[src/pipePkg.sv]
// ##########################################################
// pipePkg
// pipeline organisation: memory sizes, memory word indexes
// and the operand forwarding select codes
// ##########################################################
package pipePkg;

    localparam int IMEM_DEPTH = 256;
    localparam int DMEM_DEPTH = 256;

    // word indexes taken from address bits [9:2]
    typedef logic [7:0] imemIdx_t;
    typedef logic [7:0] dmemIdx_t;

    typedef logic [1:0] fwdSel_t;

    // code 3 is never produced
    localparam fwdSel_t FWD_NONE  = 2'd0;
    localparam fwdSel_t FWD_EXMEM = 2'd1;
    localparam fwdSel_t FWD_MEMWB = 2'd2;

endpackage

[src/isaPkg.sv]
// ##########################################################
// isaPkg
// instruction-set definitions for the MIPS subset: word and
// field types, opcodes, R-type funct codes, ALU operations
// ##########################################################
package isaPkg;

    typedef logic [31:0] word_t;
    typedef logic [4:0]  regAddr_t;
    typedef logic [5:0]  opcode_t;
    typedef logic [5:0]  funct_t;
    typedef logic [15:0] imm_t;
    typedef logic [2:0]  aluOp_t;

    // primary opcodes in instr[31:26]
    localparam opcode_t OP_RTYPE = 6'h00;
    localparam opcode_t OP_J     = 6'h02;
    localparam opcode_t OP_BEQ   = 6'h04;
    localparam opcode_t OP_BNE   = 6'h05;
    localparam opcode_t OP_ADDI  = 6'h08;
    localparam opcode_t OP_LW    = 6'h23;
    localparam opcode_t OP_SW    = 6'h2B;
    // end of program marker
    localparam opcode_t OP_FIN   = 6'h3F;

    // R-type funct field in instr[5:0]
    localparam funct_t FN_ADD = 6'h20;
    localparam funct_t FN_SUB = 6'h22;
    localparam funct_t FN_AND = 6'h24;
    localparam funct_t FN_OR  = 6'h25;
    localparam funct_t FN_SLT = 6'h2A;

    localparam aluOp_t ALU_ADD = 3'd0;
    localparam aluOp_t ALU_SUB = 3'd1;
    localparam aluOp_t ALU_AND = 3'd2;
    localparam aluOp_t ALU_OR  = 3'd3;
    localparam aluOp_t ALU_SLT = 3'd4;

    // bubble inserted into IF/ID
    localparam word_t NOP_WORD = 32'h0000_0000;

endpackage
[src/pipeIf.sv]
// ##########################################################
// idExIf, exMemIf
// pipeline register bundles between decode, execute and
// memory; the hazard unit watches them as a monitor
// ##########################################################
interface idExIf;
    logic regWr, memRd, memWr, memToReg;
    logic beq, bne, jump, aluSrc, regDst, isFin;
    isaPkg::funct_t   funct;
    isaPkg::aluOp_t   aluOp;
    isaPkg::regAddr_t rs, rt, rd;
    isaPkg::word_t    rsVal, rtVal, imm;
    isaPkg::word_t    brTarget, jmpTarget;

    modport producer (output regWr, memRd, memWr, memToReg, beq, bne, jump, aluSrc,
                      regDst, isFin, funct, aluOp, rs, rt, rd, rsVal, rtVal, imm,
                      brTarget, jmpTarget);
    modport consumer (input regWr, memRd, memWr, memToReg, beq, bne, jump, aluSrc,
                      regDst, isFin, funct, aluOp, rs, rt, rd, rsVal, rtVal, imm,
                      brTarget, jmpTarget);
    // load-use detection and forward source matching
    modport monitor (input memRd, rs, rt);
endinterface

interface exMemIf;
    logic regWr, memRd, memWr, memToReg;
    logic beq, bne, jump, isFin;
    logic zero;
    isaPkg::word_t    aluResult, storeData;
    isaPkg::regAddr_t dst;
    isaPkg::word_t    brTarget, jmpTarget;

    modport producer (output regWr, memRd, memWr, memToReg, beq, bne, jump, isFin,
                      zero, aluResult, storeData, dst, brTarget, jmpTarget);
    modport consumer (input regWr, memRd, memWr, memToReg, beq, bne, jump, isFin,
                      zero, aluResult, storeData, dst, brTarget, jmpTarget);
    modport monitor (input regWr, dst);
endinterface

[src/executeStage.sv]
// ##########################################################
// executeStage
// operand forwarding, ALU control and ALU, destination
// select and the EX/MEM register
// ##########################################################
module executeStage (
    input  logic             clk,
    input  logic             rstN,
    input  logic             pcLoad,
    input  pipePkg::fwdSel_t fwdA,
    input  pipePkg::fwdSel_t fwdB,
    input  isaPkg::word_t    wbData,
    idExIf.consumer          idEx,
    exMemIf.producer         exMem
);
    isaPkg::word_t  opA;
    isaPkg::word_t  rtFwd;
    isaPkg::word_t  opB;
    isaPkg::word_t  result;
    isaPkg::aluOp_t aluCtl;

    function automatic isaPkg::word_t fwdMux(pipePkg::fwdSel_t sel, isaPkg::word_t regVal,
                                             isaPkg::word_t exVal, isaPkg::word_t wbVal);
        case (sel)
            pipePkg::FWD_EXMEM: return exVal;
            pipePkg::FWD_MEMWB: return wbVal;
            default:            return regVal;
        endcase
    endfunction

    always_comb begin
        opA   = fwdMux(fwdA, idEx.rsVal, exMem.aluResult, wbData);
        rtFwd = fwdMux(fwdB, idEx.rtVal, exMem.aluResult, wbData);
        opB   = idEx.aluSrc ? idEx.imm : rtFwd;
    end

    // R-type (regDst set) takes its operation from funct
    always_comb begin
        aluCtl = idEx.aluOp;
        if (idEx.regDst) begin
            case (idEx.funct)
                isaPkg::FN_SUB: aluCtl = isaPkg::ALU_SUB;
                isaPkg::FN_AND: aluCtl = isaPkg::ALU_AND;
                isaPkg::FN_OR:  aluCtl = isaPkg::ALU_OR;
                isaPkg::FN_SLT: aluCtl = isaPkg::ALU_SLT;
                default:        aluCtl = isaPkg::ALU_ADD;
            endcase
        end
    end

    always_comb begin
        case (aluCtl)
            isaPkg::ALU_SUB: result = opA - opB;
            isaPkg::ALU_AND: result = opA & opB;
            isaPkg::ALU_OR:  result = opA | opB;
            isaPkg::ALU_SLT: result = {31'd0, $signed(opA) < $signed(opB)};
            default:         result = opA + opB;
        endcase
    end

    always_ff @(posedge clk or negedge rstN) begin
        if (!rstN) begin
            {exMem.regWr, exMem.memRd, exMem.memWr, exMem.memToReg} <= '0;
            {exMem.beq, exMem.bne, exMem.jump, exMem.isFin} <= '0;
        end else begin
            exMem.regWr    <= idEx.regWr && !pcLoad;
            exMem.memRd    <= idEx.memRd && !pcLoad;
            exMem.memWr    <= idEx.memWr && !pcLoad;
            exMem.memToReg <= idEx.memToReg && !pcLoad;
            exMem.beq      <= idEx.beq && !pcLoad;
            exMem.bne      <= idEx.bne && !pcLoad;
            exMem.jump     <= idEx.jump && !pcLoad;
            exMem.isFin    <= idEx.isFin && !pcLoad;
        end
    end

    always_ff @(posedge clk) begin
        exMem.zero      <= (result == '0);
        exMem.aluResult <= result;
        exMem.storeData <= rtFwd;
        exMem.dst       <= idEx.regDst ? idEx.rd : idEx.rt;
        exMem.brTarget  <= idEx.brTarget;
        exMem.jmpTarget <= idEx.jmpTarget;
    end

    // code 3 would quietly select the register value
    fwdCodeValid: assert property (@(posedge clk) disable iff (!rstN)
        fwdA != 2'd3 && fwdB != 2'd3);

endmodule

[src/flat_wrapper.sv]
// flat-port wrapper written by rule: the top's interface ports become plain ports
module executeStage_flat 
  (clk, rstN, pcLoad, fwdA, fwdB, wbData, idEx_regWr, idEx_memRd, idEx_memWr, idEx_memToReg, idEx_beq, idEx_bne, idEx_jump, idEx_aluSrc, idEx_regDst, idEx_isFin, idEx_funct, idEx_aluOp, idEx_rs, idEx_rt, idEx_rd, idEx_rsVal, idEx_rtVal, idEx_imm, idEx_brTarget, idEx_jmpTarget, exMem_regWr, exMem_memRd, exMem_memWr, exMem_memToReg, exMem_beq, exMem_bne, exMem_jump, exMem_isFin, exMem_zero, exMem_aluResult, exMem_storeData, exMem_dst, exMem_brTarget, exMem_jmpTarget);
  idExIf idEx_i ();
  exMemIf exMem_i ();
  input  logic clk;
  input  logic rstN;
  input  logic pcLoad;
  input  pipePkg::fwdSel_t fwdA;
  input  pipePkg::fwdSel_t fwdB;
  input  isaPkg::word_t wbData;
  input wire logic [$bits(idEx_i.regWr)-1:0] idEx_regWr;
  input wire logic [$bits(idEx_i.memRd)-1:0] idEx_memRd;
  input wire logic [$bits(idEx_i.memWr)-1:0] idEx_memWr;
  input wire logic [$bits(idEx_i.memToReg)-1:0] idEx_memToReg;
  input wire logic [$bits(idEx_i.beq)-1:0] idEx_beq;
  input wire logic [$bits(idEx_i.bne)-1:0] idEx_bne;
  input wire logic [$bits(idEx_i.jump)-1:0] idEx_jump;
  input wire logic [$bits(idEx_i.aluSrc)-1:0] idEx_aluSrc;
  input wire logic [$bits(idEx_i.regDst)-1:0] idEx_regDst;
  input wire logic [$bits(idEx_i.isFin)-1:0] idEx_isFin;
  input wire logic [$bits(idEx_i.funct)-1:0] idEx_funct;
  input wire logic [$bits(idEx_i.aluOp)-1:0] idEx_aluOp;
  input wire logic [$bits(idEx_i.rs)-1:0] idEx_rs;
  input wire logic [$bits(idEx_i.rt)-1:0] idEx_rt;
  input wire logic [$bits(idEx_i.rd)-1:0] idEx_rd;
  input wire logic [$bits(idEx_i.rsVal)-1:0] idEx_rsVal;
  input wire logic [$bits(idEx_i.rtVal)-1:0] idEx_rtVal;
  input wire logic [$bits(idEx_i.imm)-1:0] idEx_imm;
  input wire logic [$bits(idEx_i.brTarget)-1:0] idEx_brTarget;
  input wire logic [$bits(idEx_i.jmpTarget)-1:0] idEx_jmpTarget;
  output wire logic [$bits(exMem_i.regWr)-1:0] exMem_regWr;
  output wire logic [$bits(exMem_i.memRd)-1:0] exMem_memRd;
  output wire logic [$bits(exMem_i.memWr)-1:0] exMem_memWr;
  output wire logic [$bits(exMem_i.memToReg)-1:0] exMem_memToReg;
  output wire logic [$bits(exMem_i.beq)-1:0] exMem_beq;
  output wire logic [$bits(exMem_i.bne)-1:0] exMem_bne;
  output wire logic [$bits(exMem_i.jump)-1:0] exMem_jump;
  output wire logic [$bits(exMem_i.isFin)-1:0] exMem_isFin;
  output wire logic [$bits(exMem_i.zero)-1:0] exMem_zero;
  output wire logic [$bits(exMem_i.aluResult)-1:0] exMem_aluResult;
  output wire logic [$bits(exMem_i.storeData)-1:0] exMem_storeData;
  output wire logic [$bits(exMem_i.dst)-1:0] exMem_dst;
  output wire logic [$bits(exMem_i.brTarget)-1:0] exMem_brTarget;
  output wire logic [$bits(exMem_i.jmpTarget)-1:0] exMem_jmpTarget;
  assign idEx_i.regWr = idEx_regWr;
  assign idEx_i.memRd = idEx_memRd;
  assign idEx_i.memWr = idEx_memWr;
  assign idEx_i.memToReg = idEx_memToReg;
  assign idEx_i.beq = idEx_beq;
  assign idEx_i.bne = idEx_bne;
  assign idEx_i.jump = idEx_jump;
  assign idEx_i.aluSrc = idEx_aluSrc;
  assign idEx_i.regDst = idEx_regDst;
  assign idEx_i.isFin = idEx_isFin;
  assign idEx_i.funct = idEx_funct;
  assign idEx_i.aluOp = idEx_aluOp;
  assign idEx_i.rs = idEx_rs;
  assign idEx_i.rt = idEx_rt;
  assign idEx_i.rd = idEx_rd;
  assign idEx_i.rsVal = idEx_rsVal;
  assign idEx_i.rtVal = idEx_rtVal;
  assign idEx_i.imm = idEx_imm;
  assign idEx_i.brTarget = idEx_brTarget;
  assign idEx_i.jmpTarget = idEx_jmpTarget;
  assign exMem_regWr = exMem_i.regWr;
  assign exMem_memRd = exMem_i.memRd;
  assign exMem_memWr = exMem_i.memWr;
  assign exMem_memToReg = exMem_i.memToReg;
  assign exMem_beq = exMem_i.beq;
  assign exMem_bne = exMem_i.bne;
  assign exMem_jump = exMem_i.jump;
  assign exMem_isFin = exMem_i.isFin;
  assign exMem_zero = exMem_i.zero;
  assign exMem_aluResult = exMem_i.aluResult;
  assign exMem_storeData = exMem_i.storeData;
  assign exMem_dst = exMem_i.dst;
  assign exMem_brTarget = exMem_i.brTarget;
  assign exMem_jmpTarget = exMem_i.jmpTarget;
  executeStage u_core (.clk(clk), .rstN(rstN), .pcLoad(pcLoad), .fwdA(fwdA), .fwdB(fwdB), .wbData(wbData), .idEx(idEx_i), .exMem(exMem_i));
endmodule
[config.mk]
export PLATFORM = sky130hd
export DESIGN_NAME = executeStage_flat
export DESIGN_NICKNAME = d
export VERILOG_FILES = /design/src/pipePkg.sv /design/src/isaPkg.sv /design/src/pipeIf.sv /design/src/executeStage.sv /design/src/flat_wrapper.sv
export SDC_FILE = /design/constraint.sdc
export NUM_CORES = 1
export LEC_CHECK = 0
export ABC_AREA = 1
export BUFFER_PORTS_ARGS = -buffer_cell sky130_fd_sc_hd__buf_2
export CAP_MARGIN = 40
export CORE_ASPECT_RATIO = 0.6
export CORE_MARGIN = 4
export CORE_UTILIZATION = 35
export DETAILED_ROUTE_END_ITERATION = 12
export PLACE_DENSITY = 0.57
export SYNTH_ARGS = -nofsm -noshare
export SYNTH_HDL_FRONTEND = slang
export SYNTH_SLANG_ARGS = --single-unit
[constraint.sdc]
create_clock -name clk -period 7.59 [get_ports clk]
set_input_delay 0.3795 -clock clk [delete_from_list [all_inputs] [get_ports clk]]
set_output_delay 0.3795 -clock clk [all_outputs]
set_load 0.05 [all_outputs]
==> results of run 1 <==
synth_stat cells (3+ instances only):
cell type / number / area (sq um)
sky130_fd_sc_hd__nand3b_1: 8 / 60.1
sky130_fd_sc_hd__nand2_1: 563 / 2110
sky130_fd_sc_hd__dfxtp_1: 134 / 2680
sky130_fd_sc_hd__nand3_2: 9 / 90.1
sky130_fd_sc_hd__o21bai_1: 7 / 52.6
sky130_fd_sc_hd__o22ai_1: 17 / 106
sky130_fd_sc_hd__inv_4: 3 / 18.8
sky130_fd_sc_hd__buf_2: 14 / 70.1
sky130_fd_sc_hd__inv_2: 17 / 63.8
sky130_fd_sc_hd__nor2_2: 10 / 62.6
sky130_fd_sc_hd__or2_2: 6 / 37.5
sky130_fd_sc_hd__dfrtp_1: 8 / 200
sky130_fd_sc_hd__nand2_2: 12 / 75.1
sky130_fd_sc_hd__inv_1: 345 / 1290
sky130_fd_sc_hd__nor2_4: 6 / 67.6
sky130_fd_sc_hd__nor3_1: 12 / 60.1
sky130_fd_sc_hd__buf_4: 4 / 30.0
sky130_fd_sc_hd__xor2_1: 12 / 105
sky130_fd_sc_hd__buf_6: 5 / 56.3
sky130_fd_sc_hd__o21ai_1: 3 / 15.0
sky130_fd_sc_hd__a221o_1: 46 / 460
sky130_fd_sc_hd__and2_1: 6 / 37.5
sky130_fd_sc_hd__a21oi_1: 85 / 425
sky130_fd_sc_hd__nor2_1: 175 / 657
sky130_fd_sc_hd__o21ai_0: 102 / 510
sky130_fd_sc_hd__nand3_1: 98 / 490
sky130_fd_sc_hd__ha_1: 100 / 1250
sky130_fd_sc_hd__clkbuf_1: 34 / 128
sky130_fd_sc_hd__a21oi_2: 4 / 35.0
sky130_fd_sc_hd__nand4_1: 19 / 119
through the flow:
step           total power [uW]  utilization [%]
3_3_place_gp               3110             42.2
3_5_place_dp               3120             42.3
5_1_grt                    4200             44.1
4_1_cts                    3930             44.1
2_1_floorplan              2420                -
6_report                   3980             44.1
cell families after synthesis:
kind of cell	synth area share, %
adder cells (fa/ha/maj)	11.2
buffers and inverters	14.5
flip-flops	25.0
XOR/XNOR	0.913
AO/OA/AOI/OAI	14.3
AND/OR/NAND/NOR	34.0
flip-flops by register name, summed over array words and instances, names as in the netlist:
register	cells
u_core.exMem.memRd	1
u_core.exMem.storeData	32
u_core.exMem.zero	1
u_core.exMem.dst	5
u_core.exMem.memToReg	1
u_core.exMem.beq	1
u_core.exMem.regWr	1
u_core.exMem.jump	1
u_core.exMem.brTarget	32
u_core.exMem.memWr	1
u_core.exMem.bne	1
u_core.exMem.aluResult	32
u_core.exMem.isFin	1
u_core.exMem.jmpTarget	32
layout by cell type, fill, tap and decap left out, types with 3 or more instances in the layout:
cell type / n
sky130_fd_sc_hd__nand2_1: 563
sky130_fd_sc_hd__inv_4: 3
sky130_fd_sc_hd__nand3_1: 98
sky130_fd_sc_hd__diode_2: 4
sky130_fd_sc_hd__nor2_4: 6
sky130_fd_sc_hd__or2_2: 6
sky130_fd_sc_hd__a21oi_2: 4
sky130_fd_sc_hd__nand3_2: 9
sky130_fd_sc_hd__nor2_2: 10
sky130_fd_sc_hd__clkbuf_16: 17
sky130_fd_sc_hd__nand4_1: 19
sky130_fd_sc_hd__a21oi_1: 85
sky130_fd_sc_hd__clkinv_4: 3
sky130_fd_sc_hd__dfxtp_1: 134
sky130_fd_sc_hd__o21ai_0: 102
sky130_fd_sc_hd__dfrtp_1: 8
sky130_fd_sc_hd__nand2_2: 12
sky130_fd_sc_hd__xor2_1: 12
sky130_fd_sc_hd__inv_6: 5
sky130_fd_sc_hd__o21bai_1: 7
sky130_fd_sc_hd__o22ai_1: 17
sky130_fd_sc_hd__inv_2: 17
sky130_fd_sc_hd__a221o_1: 46
sky130_fd_sc_hd__o21ai_1: 3
sky130_fd_sc_hd__buf_2: 377
sky130_fd_sc_hd__inv_1: 345
sky130_fd_sc_hd__ha_1: 100
sky130_fd_sc_hd__nand3b_1: 8
sky130_fd_sc_hd__nor3_1: 12
sky130_fd_sc_hd__and2_1: 6
sky130_fd_sc_hd__buf_4: 12
sky130_fd_sc_hd__nor2_1: 175
how the worst min path moves through the flow:
stage | endpoint | slack, ns | cells past startpoint
after global placement | u_core.exMem.memRd | 0.23 | 1
final | u_core.exMem.brTarget[15] | 0.03 | 1
after detailed placement | u_core.exMem.memWr | 0.23 | 1
after floorplan | u_core.exMem.beq | 0.08 | 0
after CTS | u_core.exMem.brTarget[31] | 0.004 | 1
after global routing | u_core.exMem.brTarget[3] | 0.01 | 1
timing repair:
item                                   in CTS  in global routing
endpoints found under the hold margin       8                  0
buffers inserted                            0                  0
hold buffers                                1                  0
critical path, cell delays in order:
cell and delay, ns:
sky130_fd_sc_hd__buf_2 0.10, sky130_fd_sc_hd__inv_1 0.04, sky130_fd_sc_hd__ha_1 0.26, sky130_fd_sc_hd__buf_4 0.36, sky130_fd_sc_hd__inv_1 0.23, sky130_fd_sc_hd__buf_4 0.28, sky130_fd_sc_hd__nor2_1 0.14, sky130_fd_sc_hd__a21oi_1 0.07
sky130_fd_sc_hd__o21ai_0 0.81, sky130_fd_sc_hd__ha_1 0.54, sky130_fd_sc_hd__inv_4 0.20, sky130_fd_sc_hd__nor2_4 0.06, sky130_fd_sc_hd__nand2_1 0.07, sky130_fd_sc_hd__nand2_1 0.09, sky130_fd_sc_hd__a21oi_1 0.14, sky130_fd_sc_hd__nand2_1 0.13
sky130_fd_sc_hd__o21ai_0 0.64, sky130_fd_sc_hd__nand3b_1 0.29, sky130_fd_sc_hd__nor2_1 0.15, sky130_fd_sc_hd__nand2_1 0.06, sky130_fd_sc_hd__nor2_1 0.10, sky130_fd_sc_hd__nand2_1 0.09, sky130_fd_sc_hd__nor2_1 0.10
per-layer routing:
layer	GRT usage, %	vias to the layer above	wire (um)
met5	0	-	0
met4	5.48	0	467
met3	10.8	25	7430
met2	36.5	783	19900
met1	45.1	6488	26100
li1	-	6555	-
final cells by class:
class / count / area, sq um
diodes: 4 / 10.0
clock buffers: 20 / 457
clock inverters: 12 / 98.8
fillers: 3532 / 18100
inverters: 366 / 1380
multi-input cells: 1310 / 6960
flip-flops and latches: 142 / 2880
well taps: 424 / 531
repair buffers: 390 / 1990
power breakdown:
group          total, uW  switching (uW)  leakage, uW  internal [uW]
sequential           953            86.5      0.00123            866
combinational       2240            1670      0.00674            568
clock                790             348     0.000274            442
==> flow_results.xml, run 1 <==
<?xml version="1.0" encoding="UTF-8"?>
<metrics>
  <group name="status">
    <metric name="status" unit="">finished clean</metric>
  </group>
  <group name="synth">
    <metric name="post_synth_inst_count" unit="">1876</metric>
    <metric name="synth_enable_flop_cells" unit="">0</metric>
    <metric name="syn-cell-area" unit="sq um">11500</metric>
    <metric name="synth_cell_type_count" unit="">39</metric>
    <metric name="net_count_after_synthesis" unit="">2211</metric>
    <metric name="syn_avg_cell_area" unit="sq um">6.14</metric>
    <metric name="synth.yosys.seq_area_share" unit="%">25.0</metric>
    <metric name="ys_ff_latch" unit="">142</metric>
    <metric name="async_reset_ff_share" unit="%">5.63</metric>
    <metric name="synth.yosys.warnings" unit="">0</metric>
    <metric name="synth_flop_cell" unit="">sky130_fd_sc_hd__dfxtp_1</metric>
  </group>
  <group name="hold_path">
    <metric name="hp-class" unit="">in -&gt; reg</metric>
    <metric name="hold_path_startpoint" unit="">idEx_brTarget[15]</metric>
  </group>
  <group name="grt">
    <metric name="number_of_global_route_vias_before_repair" unit="">12400</metric>
    <metric name="groute.usage.overall" unit="%">28.8</metric>
    <metric name="grt_max_degree" unit="">65</metric>
    <metric name="antenna_found_initial" unit="">4</metric>
    <metric name="grt_first_pass_wirelength" unit="um">77900</metric>
    <metric name="grt-ovfl-total" unit="">0</metric>
  </group>
  <group name="route">
    <metric name="detail_route.wl_per_cell" unit="um">20.2</metric>
    <metric name="num_vias" unit="">13900</metric>
    <metric name="route.detailed.vias_per_inst" unit="">5.19</metric>
    <metric name="route.final.wire_length" unit="um">53900</metric>
    <metric name="drc" unit="">0</metric>
    <metric name="drt-initial-drc-count" unit="">1547</metric>
    <metric name="antenna_violating_nets_post_route" unit="">0</metric>
    <metric name="detail_route.first_pass.iterations" unit="">5</metric>
  </group>
  <group name="pwr">
    <metric name="power.leakage" unit="uW">0.00825</metric>
    <metric name="power.density_cell_area" unit="nW/um^2">278</metric>
    <metric name="vdd_ir_drop_max" unit="uV">162</metric>
  </group>
  <group name="floorplanning">
    <metric name="fp-row-count" unit="">51</metric>
    <metric name="io_pins" unit="">375</metric>
    <metric name="die-width" unit="um">242</metric>
    <metric name="design.die.area" unit="sq um">36000</metric>
    <metric name="start_util" unit="%">35.5</metric>
    <metric name="fp.dieH" unit="um">148</metric>
    <metric name="core" unit="sq um">32400</metric>
  </group>
  <group name="timing">
    <metric name="worst_clock_skew" unit="ns">0.0114</metric>
    <metric name="finalSetupViolations" unit="">0</metric>
    <metric name="period_minus_slack" unit="ns">4.98</metric>
    <metric name="fin_ws" unit="ns">2.61</metric>
    <metric name="worstMarginPinSlew" unit="ns">1.03</metric>
    <metric name="max_clock_freq" unit="MHz">201</metric>
    <metric name="unrepaired_setup_endpoints_after_global_routing" unit="">no</metric>
    <metric name="timing.slew.headroom" unit="%">30.3</metric>
    <metric name="layout_worst_path_cycle_share" unit="%">65.6</metric>
    <metric name="finalHoldWorstSlack" unit="ns">0.0301</metric>
    <metric name="final_max_slew_viol_count" unit="">0</metric>
    <metric name="report.final.hold_viol_count" unit="">0</metric>
    <metric name="totalNegativeSetupSlack" unit="ns">0</metric>
  </group>
  <group name="clock_tree">
    <metric name="clkTransAtPathRegs" unit="ns">0.07</metric>
    <metric name="cts_tree" unit="">built</metric>
    <metric name="h_tree_levels" unit="">4</metric>
    <metric name="tritoncts_num_sinks" unit="">142</metric>
    <metric name="clk_root_buffer_cell" unit="">sky130_fd_sc_hd__clkbuf_16</metric>
    <metric name="post_cts_resize_count" unit="">0</metric>
    <metric name="cts_made_buffers" unit="">17</metric>
    <metric name="clock_path_buffers" unit="">2</metric>
    <metric name="insertion_delay" unit="ns">0.44</metric>
  </group>
  <group name="worst_setup_path">
    <metric name="startpoint_type" unit="">primary input</metric>
    <metric name="worst-endpoint-required" unit="ns">7.97</metric>
    <metric name="reg2reg_slack" unit="ns">3.48</metric>
    <metric name="endpoint" unit="">u_core.exMem.zero</metric>
    <metric name="startpoint" unit="">fwdB[0]</metric>
    <metric name="worst-path-max-fanout" unit="">33</metric>
    <metric name="worst_setup_path_end_kind" unit="">register</metric>
    <metric name="rr_worst_depth" unit="">16</metric>
    <metric name="timing.rr.start" unit="">u_core.exMem.aluResult[10]</metric>
    <metric name="setup.worst_path.class" unit="">in -&gt; reg</metric>
    <metric name="reg2reg_to" unit="">u_core.exMem.zero</metric>
    <metric name="cp.arrival" unit="ns">5.35</metric>
  </group>
  <group name="cells_and_area">
    <metric name="layout.cell_area.non_filler" unit="sq um">14300</metric>
    <metric name="finalNetCount" unit="">2562</metric>
    <metric name="post_route_cells_drive_above_1_share" unit="%">22.0</metric>
    <metric name="synthToLayoutAreaGrowth" unit="%">24.3</metric>
    <metric name="stdcell_count" unit="">2668</metric>
  </group>
  <group name="placed_design">
    <metric name="globalplace.congestion" unit="">1.01</metric>
    <metric name="dp_cells" unit="">2628</metric>
    <metric name="place_area" unit="sq um">13700</metric>
    <metric name="pre_cts_ws" unit="ns">2.55</metric>
    <metric name="hpwlAfterDp" unit="um">45600</metric>
    <metric name="place.port_buffers" unit="">369</metric>
  </group>
  <group name="flow_run">
    <metric name="number_of_max_cap_violations" unit="">0</metric>
  </group>
</metrics>
(Power assumes the default switching activity.)
==> run 2: changes to the inputs <==
- PLACE_DENSITY: 0.57 -> 0.59
- clock period: 7.59 -> 4.1 ns (I/O delays scaled with it)
==> flow_results.xml, run 2 (synthesis results as in run 1) <==
<?xml version="1.0" encoding="UTF-8"?>
<metrics>
  <group name="status">
    <metric name="status" unit="">finished clean</metric>
  </group>
  <group name="cells_and_area">
    <metric name="multi_input_comb_area" unit="sq um">6970</metric>
    <metric name="layout_fillers" unit="">3333</metric>
    <metric name="finalNetCount" unit="">2820</metric>
    <metric name="post_route_cells_drive_above_1_share" unit="%">26.5</metric>
    <metric name="fin_util" unit="%">51.3</metric>
    <metric name="seqCellArea" unit="sq um">2880</metric>
    <metric name="mostFrequentLayoutCell" unit="">sky130_fd_sc_hd__nand2_1</metric>
    <metric name="synthToLayoutAreaGrowth" unit="%">44.4</metric>
    <metric name="final_cell_mix" unit="">563 x sky130_fd_sc_hd__nand2_1, 369 x sky130_fd_sc_hd__buf_2, 345 x sky130_fd_sc_hd__inv_1, 182 x sky130_fd_sc_hd__buf_4, 175 x sky130_fd_sc_hd__nor2_1</metric>
  </group>
  <group name="route">
    <metric name="num_vias" unit="">14700</metric>
    <metric name="antenna_violating_nets_post_route" unit="">0</metric>
    <metric name="route.detailed.vias_per_inst" unit="">5.02</metric>
    <metric name="detail_route.first_pass.iterations" unit="">8</metric>
    <metric name="detail_route.wl_per_cell" unit="um">19.9</metric>
    <metric name="drt-initial-drc-count" unit="">1824</metric>
    <metric name="drc" unit="">0</metric>
    <metric name="route.final.wire_length" unit="um">58200</metric>
  </group>
  <group name="grt">
    <metric name="grt_first_pass_wirelength" unit="um">84100</metric>
    <metric name="grt-ovfl-total" unit="">0</metric>
    <metric name="grt_max_degree" unit="">33</metric>
    <metric name="antenna_found_initial" unit="">5</metric>
    <metric name="number_of_global_route_vias_before_repair" unit="">13700</metric>
    <metric name="groute.usage.overall" unit="%">31.1</metric>
  </group>
  <group name="worst_setup_path">
    <metric name="worst_setup_path_end_kind" unit="">register</metric>
    <metric name="critical_path_buf_inv_count" unit="">7</metric>
    <metric name="crit_slowest_cell" unit="">sky130_fd_sc_hd__o21ai_0</metric>
    <metric name="worst-path-max-fanout" unit="">11</metric>
    <metric name="setup.worst_path.class" unit="">in -&gt; reg</metric>
    <metric name="critical-path-top-cell-by-count" unit="">sky130_fd_sc_hd__nand2_1</metric>
    <metric name="crit_path_cell_trace" unit="">buf_2 &gt; inv_1 &gt; ha_1 &gt; inv_1 &gt; buf_4 &gt; o21ai_0 &gt; buf_4 &gt; inv_1 &gt; ha_1 &gt; inv_1 &gt; nor2_1 &gt; nand2_1 &gt; nor2_1 &gt; and2_1 &gt; nand2_1 &gt; nand2_1 &gt; nand2_1 &gt; nand3_1 &gt; nand2_1 &gt; nor2_1 &gt; nand2_1 &gt; nor2_1 &gt; nand3_1 &gt; nor2_1</metric>
    <metric name="crit_family" unit="">simple AND/OR/NAND/NOR gates</metric>
    <metric name="startpoint_type" unit="">primary input</metric>
    <metric name="reg2reg_slack" unit="ns">0.35</metric>
    <metric name="worst-endpoint-required" unit="ns">4.48</metric>
    <metric name="cp.arrival" unit="ns">4.19</metric>
    <metric name="critical_path.max_stage_delay" unit="ns">0.63</metric>
  </group>
  <group name="timing">
    <metric name="layout_worst_path_cycle_share" unit="%">93.0</metric>
    <metric name="final_max_slew_viol_count" unit="">0</metric>
    <metric name="period_minus_slack" unit="ns">3.81</metric>
    <metric name="timing.slew.headroom" unit="%">36.7</metric>
    <metric name="worstMarginPinSlew" unit="ns">0.948</metric>
    <metric name="worst_clock_skew" unit="ns">0.0259</metric>
    <metric name="totalNegativeSetupSlack" unit="ns">0</metric>
    <metric name="max_clock_freq" unit="MHz">262</metric>
    <metric name="fin_ws" unit="ns">0.285</metric>
    <metric name="report.final.hold_viol_count" unit="">0</metric>
    <metric name="finalHoldWorstSlack" unit="ns">0.0205</metric>
    <metric name="finalSetupViolations" unit="">0</metric>
    <metric name="unrepaired_setup_endpoints_after_global_routing" unit="">no</metric>
  </group>
  <group name="floorplanning">
    <metric name="fp-row-count" unit="">51</metric>
    <metric name="die-width" unit="um">242</metric>
    <metric name="start_util" unit="%">35.5</metric>
    <metric name="io_pins" unit="">375</metric>
    <metric name="core" unit="sq um">32400</metric>
    <metric name="fp.dieH" unit="um">148</metric>
    <metric name="design.die.area" unit="sq um">36000</metric>
  </group>
  <group name="clock_tree">
    <metric name="clkTransAtPathRegs" unit="ns">0.07</metric>
    <metric name="h_tree_levels" unit="">4</metric>
    <metric name="insertion_delay" unit="ns">0.46</metric>
    <metric name="cts_made_buffers" unit="">17</metric>
    <metric name="clk_root_buffer_cell" unit="">sky130_fd_sc_hd__clkbuf_16</metric>
    <metric name="cts_tree" unit="">built</metric>
    <metric name="clock_path_buffers" unit="">2</metric>
    <metric name="tritoncts_num_sinks" unit="">142</metric>
  </group>
  <group name="pwr">
    <metric name="power.density_cell_area" unit="nW/um^2">494</metric>
    <metric name="vdd_ir_drop_max" unit="uV">324</metric>
    <metric name="power.leakage" unit="uW">0.00949</metric>
  </group>
  <group name="flow_run">
    <metric name="number_of_max_cap_violations" unit="">0</metric>
  </group>
  <group name="placed_design">
    <metric name="pre_cts_ws" unit="ns">-0.263</metric>
    <metric name="hpwlAfterDp" unit="um">47400</metric>
    <metric name="place.port_buffers" unit="">369</metric>
    <metric name="globalplace.congestion" unit="">1.05</metric>
  </group>
  <group name="hold_path">
    <metric name="hp-class" unit="">in -&gt; reg</metric>
  </group>
</metrics>
run 2: what timing repair did:
item | in CTS | in global routing
hold buffers | 89 | 0
resized for setup | 0 | 3
buffers inserted | 0 | 0
endpoints found under the hold margin | 90 | 0
endpoints found under the setup margin | 0 | 1
run 2: final timing paths:
kind / endpoint / from / cells past startpoint
max: u_core.exMem.zero / fwdA[0] / 24
min reg2reg: u_core.exMem.storeData[18] / u_core.exMem.aluResult[18] / 2
min: u_core.exMem.storeData[27] / idEx_rtVal[27] / 3
min in group asynchronous: u_core.exMem.isFin / rstN / 2
max in group asynchronous: u_core.exMem.bne / rstN / 2
max reg2reg: u_core.exMem.zero / u_core.exMem.aluResult[11] / 19
run 2: worst reg2reg max path: stages (launching register included):
cell,delay (ns)
sky130_fd_sc_hd__dfxtp_1,0.39
sky130_fd_sc_hd__a221o_1,0.38
sky130_fd_sc_hd__o21ai_1,0.30
sky130_fd_sc_hd__buf_4,0.21
sky130_fd_sc_hd__inv_1,0.05
sky130_fd_sc_hd__ha_1,0.31
sky130_fd_sc_hd__buf_4,0.16
sky130_fd_sc_hd__nor2_1,0.27
sky130_fd_sc_hd__nand2_1,0.14
sky130_fd_sc_hd__nor3_2,0.16
sky130_fd_sc_hd__nand2_1,0.07
sky130_fd_sc_hd__nand2_1,0.18
sky130_fd_sc_hd__a21oi_1,0.09
sky130_fd_sc_hd__o21ai_0,0.10
sky130_fd_sc_hd__nand3b_1,0.23
sky130_fd_sc_hd__nor2_1,0.15
sky130_fd_sc_hd__nand2_1,0.06
sky130_fd_sc_hd__nor2_1,0.20
sky130_fd_sc_hd__nand2_1,0.12
sky130_fd_sc_hd__nor2_1,0.11
run 2: per-layer routing:
| layer | part of all wire, % | up-vias | GRT usage, % | routed length (um) |
|---|---|---|---|---|
| met1 | 45 | 6738 | 44.5 | 26200 |
| li1 | - | 7078 | - | - |
| met3 | 16 | 45 | 15.7 | 9120 |
| met5 | 0 | - | 0 | 0 |
| met2 | 38 | 840 | 41.6 | 22300 |
| met4 | 1.0 | 0 | 6.18 | 591 |
run 2: power by group:
group	internal [uW]	total, uW	switching [uW]
Combinational	1590	4860	3270
Clock	855	1570	710
Sequential	1600	1780	178
run 2: final cells by class:
type / instances / area share [%]
multi-input combinational: 1310 / 41.9
timing repair buffer: 648 / 25.7
sequential: 142 / 17.3
inverter: 366 / 8.31
tap: 424 / 3.19
clock buffer: 17 / 2.56
clock inverter: 15 / 0.941
antenna: 6 / 0.0903
run 2: stage by stage:
stage | instance area, sq um | total power [uW] | instances
CTS | 16600 | 8060 | 2922
global placement | 15100 | 6390 | 2801
finish | 16600 | 8210 | 2928
floorplan | 11500 | 4480 | 1876
global route | 16600 | 8630 | 2927
detailed placement | 15100 | 6410 | 2801
